### src/common/rv_pkg.sv
package rv_pkg;

	localparam int xlen = 32;
	localparam int reg_count = 32;
	localparam int ram_words = 256;

	localparam logic [xlen-1:0] reset_pc = 32'h0000_0000;
	localparam logic [xlen-1:0] trap_pc = 32'h0000_0000; // no separate trap vector.

	// rv32i major opcodes, insn[6:0].
	localparam logic [6:0] op_lui = 7'b0110111;
	localparam logic [6:0] op_auipc = 7'b0010111;
	localparam logic [6:0] op_jal = 7'b1101111;
	localparam logic [6:0] op_jalr = 7'b1100111;
	localparam logic [6:0] op_branch = 7'b1100011;
	localparam logic [6:0] op_load = 7'b0000011;
	localparam logic [6:0] op_store = 7'b0100011;
	localparam logic [6:0] op_imm = 7'b0010011;
	localparam logic [6:0] op_reg = 7'b0110011;

	// what one instruction step sees.
	typedef struct packed {
		logic [xlen-1:0] pc;
		logic [xlen-1:0] insn;
		logic [xlen-1:0] rs1_data;
		logic [xlen-1:0] rs2_data;
		logic [xlen-1:0] load_data;
	} step_in_t;

	// what one instruction step does.
	typedef struct packed {
		logic [xlen-1:0] next_pc;
		logic exception;
		logic rd_we;
		logic [4:0] rd_addr;
		logic [xlen-1:0] rd_wdata;
		logic [4:0] rs1_addr;
		logic [4:0] rs2_addr;
		logic load_en;
		logic [xlen-1:0] load_addr;
		logic store_en;
		logic [xlen-1:0] store_addr;
		logic [xlen-1:0] store_data;
	} step_out_t;

	// one record per retired instruction.
	typedef struct packed {
		logic valid;
		logic [xlen-1:0] pc;
		logic [xlen-1:0] insn;
		logic trap;
		logic rd_we;
		logic [4:0] rd_addr;
		logic [xlen-1:0] rd_wdata;
		logic store_en;
		logic [xlen-1:0] store_addr;
		logic [xlen-1:0] store_data;
	} retire_t;

endpackage

### src/design/rv_regfile.sv
`timescale 1ns/1ps

module rv_regfile (
	input logic clk,
	input logic rst,
	input logic [4:0] rs1_addr,
	input logic [4:0] rs2_addr,
	output logic [rv_pkg::xlen-1:0] rs1_data,
	output logic [rv_pkg::xlen-1:0] rs2_data,
	input logic we,
	input logic [4:0] rd_addr,
	input logic [rv_pkg::xlen-1:0] rd_wdata
);
	import rv_pkg::*;

	logic [xlen-1:0] regs [1:reg_count-1]; // x0 has no storage.

	always_ff @(posedge clk) begin
		if (rst) begin
			for (int i = 1; i < reg_count; i++) begin
				regs[i] <= '0;
			end
		end else if (we && rd_addr != 5'd0) begin
			regs[rd_addr] <= rd_wdata;
		end
	end

	assign rs1_data = (rs1_addr == 5'd0) ? '0 : regs[rs1_addr];
	assign rs2_data = (rs2_addr == 5'd0) ? '0 : regs[rs2_addr];

	// the step unit is expected to drop x0 writes before they get here.
	a_no_x0_write: assert property (@(posedge clk) disable iff (rst)
		we |-> rd_addr != 5'd0)
		else $error("register write aimed at x0");

endmodule

### config.mk
export PLATFORM = sky130hd
export DESIGN_NAME = rv_regfile
export DESIGN_NICKNAME = d
export VERILOG_FILES = /design/src/common/rv_pkg.sv /design/src/design/rv_regfile.sv
export SDC_FILE = /design/constraint.sdc
export NUM_CORES = 2
export LEC_CHECK = 0
export BUFFER_PORTS_ARGS = -buffer_cell sky130_fd_sc_hd__clkbuf_2
export CAP_MARGIN = 40
export CORE_AREA = 8 8 568 291
export DETAILED_ROUTE_END_ITERATION = 8
export DIE_AREA = 0 0 576 299
export PLACE_DENSITY = 0.51
export RECOVER_POWER = 25
export SLEW_MARGIN = 10
export SYNTH_ARGS = -nofsm -noshare
export SYNTH_HDL_FRONTEND = slang
export SYNTH_SLANG_ARGS = --single-unit
### constraint.sdc
create_clock -name clk -period 3 [get_ports clk]
set_clock_uncertainty 0.2 [all_clocks]
set_input_delay 0.3 -clock clk [delete_from_list [all_inputs] [get_ports clk]]
set_output_delay 0.3 -clock clk [all_outputs]
set_load 0.02 [all_outputs]
== Yosys cells after proc, flatten, opt, wreduce, memory -nomap -nowiden ==
Memories as Yosys holds them, arrays and structs flattened.
Cells that the tools add are included.

* Register bits after elaboration: 0
* Latch bits: 0
* RAM bits: 992
* Memory bits (read-only): 0
* Input port bits: 50
* Word-level logic and storage cells: 16
* Memories kept: 1

{| class="wikitable"
|+ Memories
! memory !! words !! width !! read ports !! clocked after Yosys merged registers in !! write ports !! RTL line !! text
|-
| regs || 31 || 32 || 2 || 0 || 31 || rv_regfile.sv:16 || <nowiki>logic [xlen-1:0] regs [1:reg_count-1];</nowiki>
|}

* $add $sub $neg: 0
* Multipliers: 0
* Div/mod/pow operators: 0
* Order comparisons: 0
* Equality and inequality tests: 0
* Shifts and indexed selects: 0
* Muxes and demuxes: 10
* Bitwise logic cells: 0
* Reductions and logical operators: 5

{| class="wikitable"
|+ Operators with widths
! operator !! count
|-
| 32-bit two-way mux || 3
|-
| 32-bit OR reduction || 1
|-
| 5-bit zero test || 2
|-
| 1-bit two-way mux || 6
|-
| 5-bit two-way mux || 1
|-
| 5-bit nonzero test || 1
|-
| 1-bit logical AND || 1
|}

== Depth between registers and ports, before layout ==
* Depth after elaboration: 7
* Gate-level depth with buffers: 9
* Mapped depth without buffers: 4

== Worst setup path before layout ==
Ideal clock, no wire load.

* Path type: input port to output port
* Start: input rs2_addr[0]
* End: output rs2_data[30] in the netlist's numbering
* Arrival time: 2280 ps
* Path slack: 220 ps
* Stages on the path: 6
* Path buffers: 3
* Cells stage by stage: clkbuf_2 > buf_6 > buf_4 > mux4_2 > mux2i_1 > a2111oi_0

* Longest elaborated chain between the ends: 2

{| class="wikitable"
|+ RTL lines
! element !! RTL line !! text
|-
| start: declaration || rv_regfile.sv:7 || <nowiki>input logic [4:0] rs2_addr,</nowiki>
|-
| memory read 31 x 32 bit or 5-bit zero test (tied branches) || - ||
|-
| 32-bit two-way mux * || rv_regfile.sv:29 || <nowiki>assign rs2_data = (rs2_addr == 5'd0) ? '0 : regs[rs2_addr];</nowiki>
|-
| end: declaration || rv_regfile.sv:9 || <nowiki>output logic [rv_pkg::xlen-1:0] rs2_data,</nowiki>
|}

Mark *: on every way between the ends. The rest lies on a longest branch, timed or not.

== Final worst setup path ==
* Start: input rs2_addr[2]
* End: output rs2_data[23] in the netlist's numbering

The elaborated chain is that of the path after synthesis.

==> flow_summary.toml <==
[outcome]
violations = "max-capacitance violations, max-slew violations, negative setup slack"
status = "finished with violations"

[route]
drc = 0
wl_um = 216400
drt_first_pass_iters = 5
ant_nets = 0
viasPerCell = 5.904
drtIter0Drc = 5138
wl_per_cell_um = 34.79
vias = 36720

[timing]
rsz0062_at_grt = "true"
fin_ws_ns = -0.08325
final_hold_viol_count = 0
fmax_mhz = 324.3
fin_crit_sh_pct = 102.8
whs_ns = 0.2682
setup_viol = 16
period_minus_slack_ns = 3.083
worstMarginPinSlew_ns = 2.018
maxSlewHeadroom_pct = -34.53
drv_slew = 588

[floorplan]
ioPinCount = 114
initial_core_util_pct = 34.86
die_h_um = 299
coreArea_um2 = 156700
dieArea_um2 = 172200
num_rows = 103
die_w_um = 576

[global_route]
grt_max_degree = 43
grt_pass1_vias = 35740
grt_pass1_wl_um = 298100
grt_usage_pct = 24.38
overflow = 0
antenna_found_initial = 16

[final_layout]
final_cells = 6219
largest_register_ffs = 1024
layout.nets = 4075
final_cell_mix = "1024 x edfxtp_1, 896 x and2_1, 356 x mux4_2"
layout_commonest_cell = "edfxtp_1"
top_register = "regs"
fillers = 14250
fin_area_um2 = 65570
reg.largest.list = "regs (1024)"
area_growth_pct = 20.03
drive_above_1_share_pct = 30.61

[power]
power_density_nw_per_um2 = 533.6
fin_total_pwr_mw = 34.99
total_leakage_power_nw = 22.99
ir_worst_vdd_uv = 398.7

[place]
globalplace.congestion = 0.8671
placed_cell_area_um2 = 60750
portBuffers = 113
place_ws_ns = -0.3960
hpwl_um = 139100
dpl.cell_count = 6027

[yosys]
synthFlopType = "edfxtp_1"
synth_top_cell_area_share_pct = 56.29
synth-edff-count = 1024
netlist_area_um2 = 54630
synth_top_area_cell = "edfxtp_1"
synth_area_leaders = "edfxtp_1 56%, mux4_2 15%, and2_1 11%, mux2i_1 5.9%, clkbuf_1 2.1%"
synth_seq_area_share_pct = 56.29
ys_types = 44
syn_area_per_cell_um2 = 14.51
syn-instance-count = 3765
ys_seq_elements = 1024
async_flop_share_pct = 0
synth_warnings = 0

[worst_setup_path]
cp.required_ns = 2.50
crit_type = "in2out"
path_max_fanout = 10
cp-end-kind = "output port"
crit_start = "rs2_addr[2]"
crit_chain = "clkbuf_8, buf_4, or3_2, buf_4, o22ai_1, a2111oi_4, nor3_2, clkbuf_4"
cp_slowest_cell = "or3_2"
cp.arrival_ns = 2.58
cp_common_cell = "buf_4"
worst_setup_path_start_kind = "primary input"
critPathMaxStageDelay_ns = 0.50
crit_end = "rs2_data[23]"

[cts]
tritoncts = "yes"
cts.htree.levels = 3
cts_hold_buffers = 0
cts.clk_slew.worst_paths_ns = 0.06
cts_root_buffer = "clkbuf_16"
clock_sinks = 1024
cts_buffers = 96
clockBufferDepth = 3

[hold_path]
whs_path_depth = 5
hold_path.class = "in2reg"

[run]
maxCapViolCount = 21
synth_stat cells, types with 23 or more instances:
master / count
nor4_1: 33
nor2_1: 37
a2111oi_1: 32
and2_1: 995
or2_2: 32
buf_2: 56
nor2b_1: 56
o21ai_0: 26
o22ai_1: 51
mux4_2: 356
a21oi_1: 56
mux2i_1: 322
a211oi_1: 47
nor3_1: 26
clkbuf_1: 302
a22o_1: 51
a22oi_1: 104
a2111oi_0: 23
mux2_2: 34
edfxtp_1: 1024
how the worst min path moves through the flow:
stage / startpoint / to
after detailed placement: rd_wdata[12] / regs[0][12]$_DFFE_PP_
after global routing: we / regs[31][11]$_SDFFCE_PN0P_
final: we / regs[31][11]$_SDFFCE_PN0P_
after floorplan: rd_wdata[0] / regs[0][0]$_DFFE_PP_
after global placement: rd_wdata[21] / regs[0][21]$_DFFE_PP_
after CTS: rd_wdata[12] / regs[0][12]$_DFFE_PP_
cell type report:
| type | instances | area (um^2) | share of cell area (%) |
|---|---|---|---|
| Antenna cell | 19 | 47.55 | 0.07251 |
| Clock buffer | 123 | 2567 | 3.915 |
| Clock inverter | 50 | 480.5 | 0.7327 |
| Inverter | 1 | 3.754 | 0.005724 |
| Multi-Input combinational cell | 2364 | 24180 | 36.88 |
| Sequential cell | 1024 | 30750 | 46.89 |
| Tap cell | 2100 | 2628 | 4.007 |
| Timing Repair Buffer | 538 | 4917 | 7.499 |
per-stage QoR:
stage	utilization (%)	setup TNS (ns)
6_report	41.84	-0.5793
5_1_grt	41.82	-2.005
4_1_cts	41.66	-1.788
3_5_place_dp	38.76	-3.698
3_3_place_gp	38.75	-3.655
2_1_floorplan	-	0
power breakdown:
group          switching [mW]  total, mW  internal, mW  leakage, nW
clock                    5.86       12.7          6.82         1.49
sequential              0.500       17.0          16.5         9.75
combinational            3.03       5.27          2.24         11.8
total                    9.39       35.0          25.6         23.0
kinds of logic (layout without fill, tap and decap cells):
family                 Yosys count  after routing  share of synthesized area, %
other                            1             51                      0.006864
AOI/OAI and AO/OA              407            407                         5.391
muxes                          712            712                         21.28
DFF                           1024           1024                         56.29
and+or+nand+nor               1213           1213                         13.70
buffers and inverters          408            712                         3.339
timing repair:
item                       CTS  global route
setup buffers               12            12
gates resized for setup    294            93
gates cloned                 0             2
setup endpoints to repair   55            54
pin swaps                   84            23
worst max-delay path, delay by kind of cell:
kind                   cells  cell delay [ns]
AND/OR/NAND/NOR            2             0.95
buffers and inverters      4             0.84
AO/OA/AOI/OAI              2             0.47
per-layer routing:
metal | up-vias | wire (um) | global-route usage [%]
li1 | 14990 | - | -
met3 | 288 | 22630 | 5.992
met4 | 0 | 5347 | 5.153
met5 | - | 0 | 0
met2 | 2257 | 89320 | 34.45
met1 | 19180 | 99060 | 37.56
(Power assumes the default switching activity.)
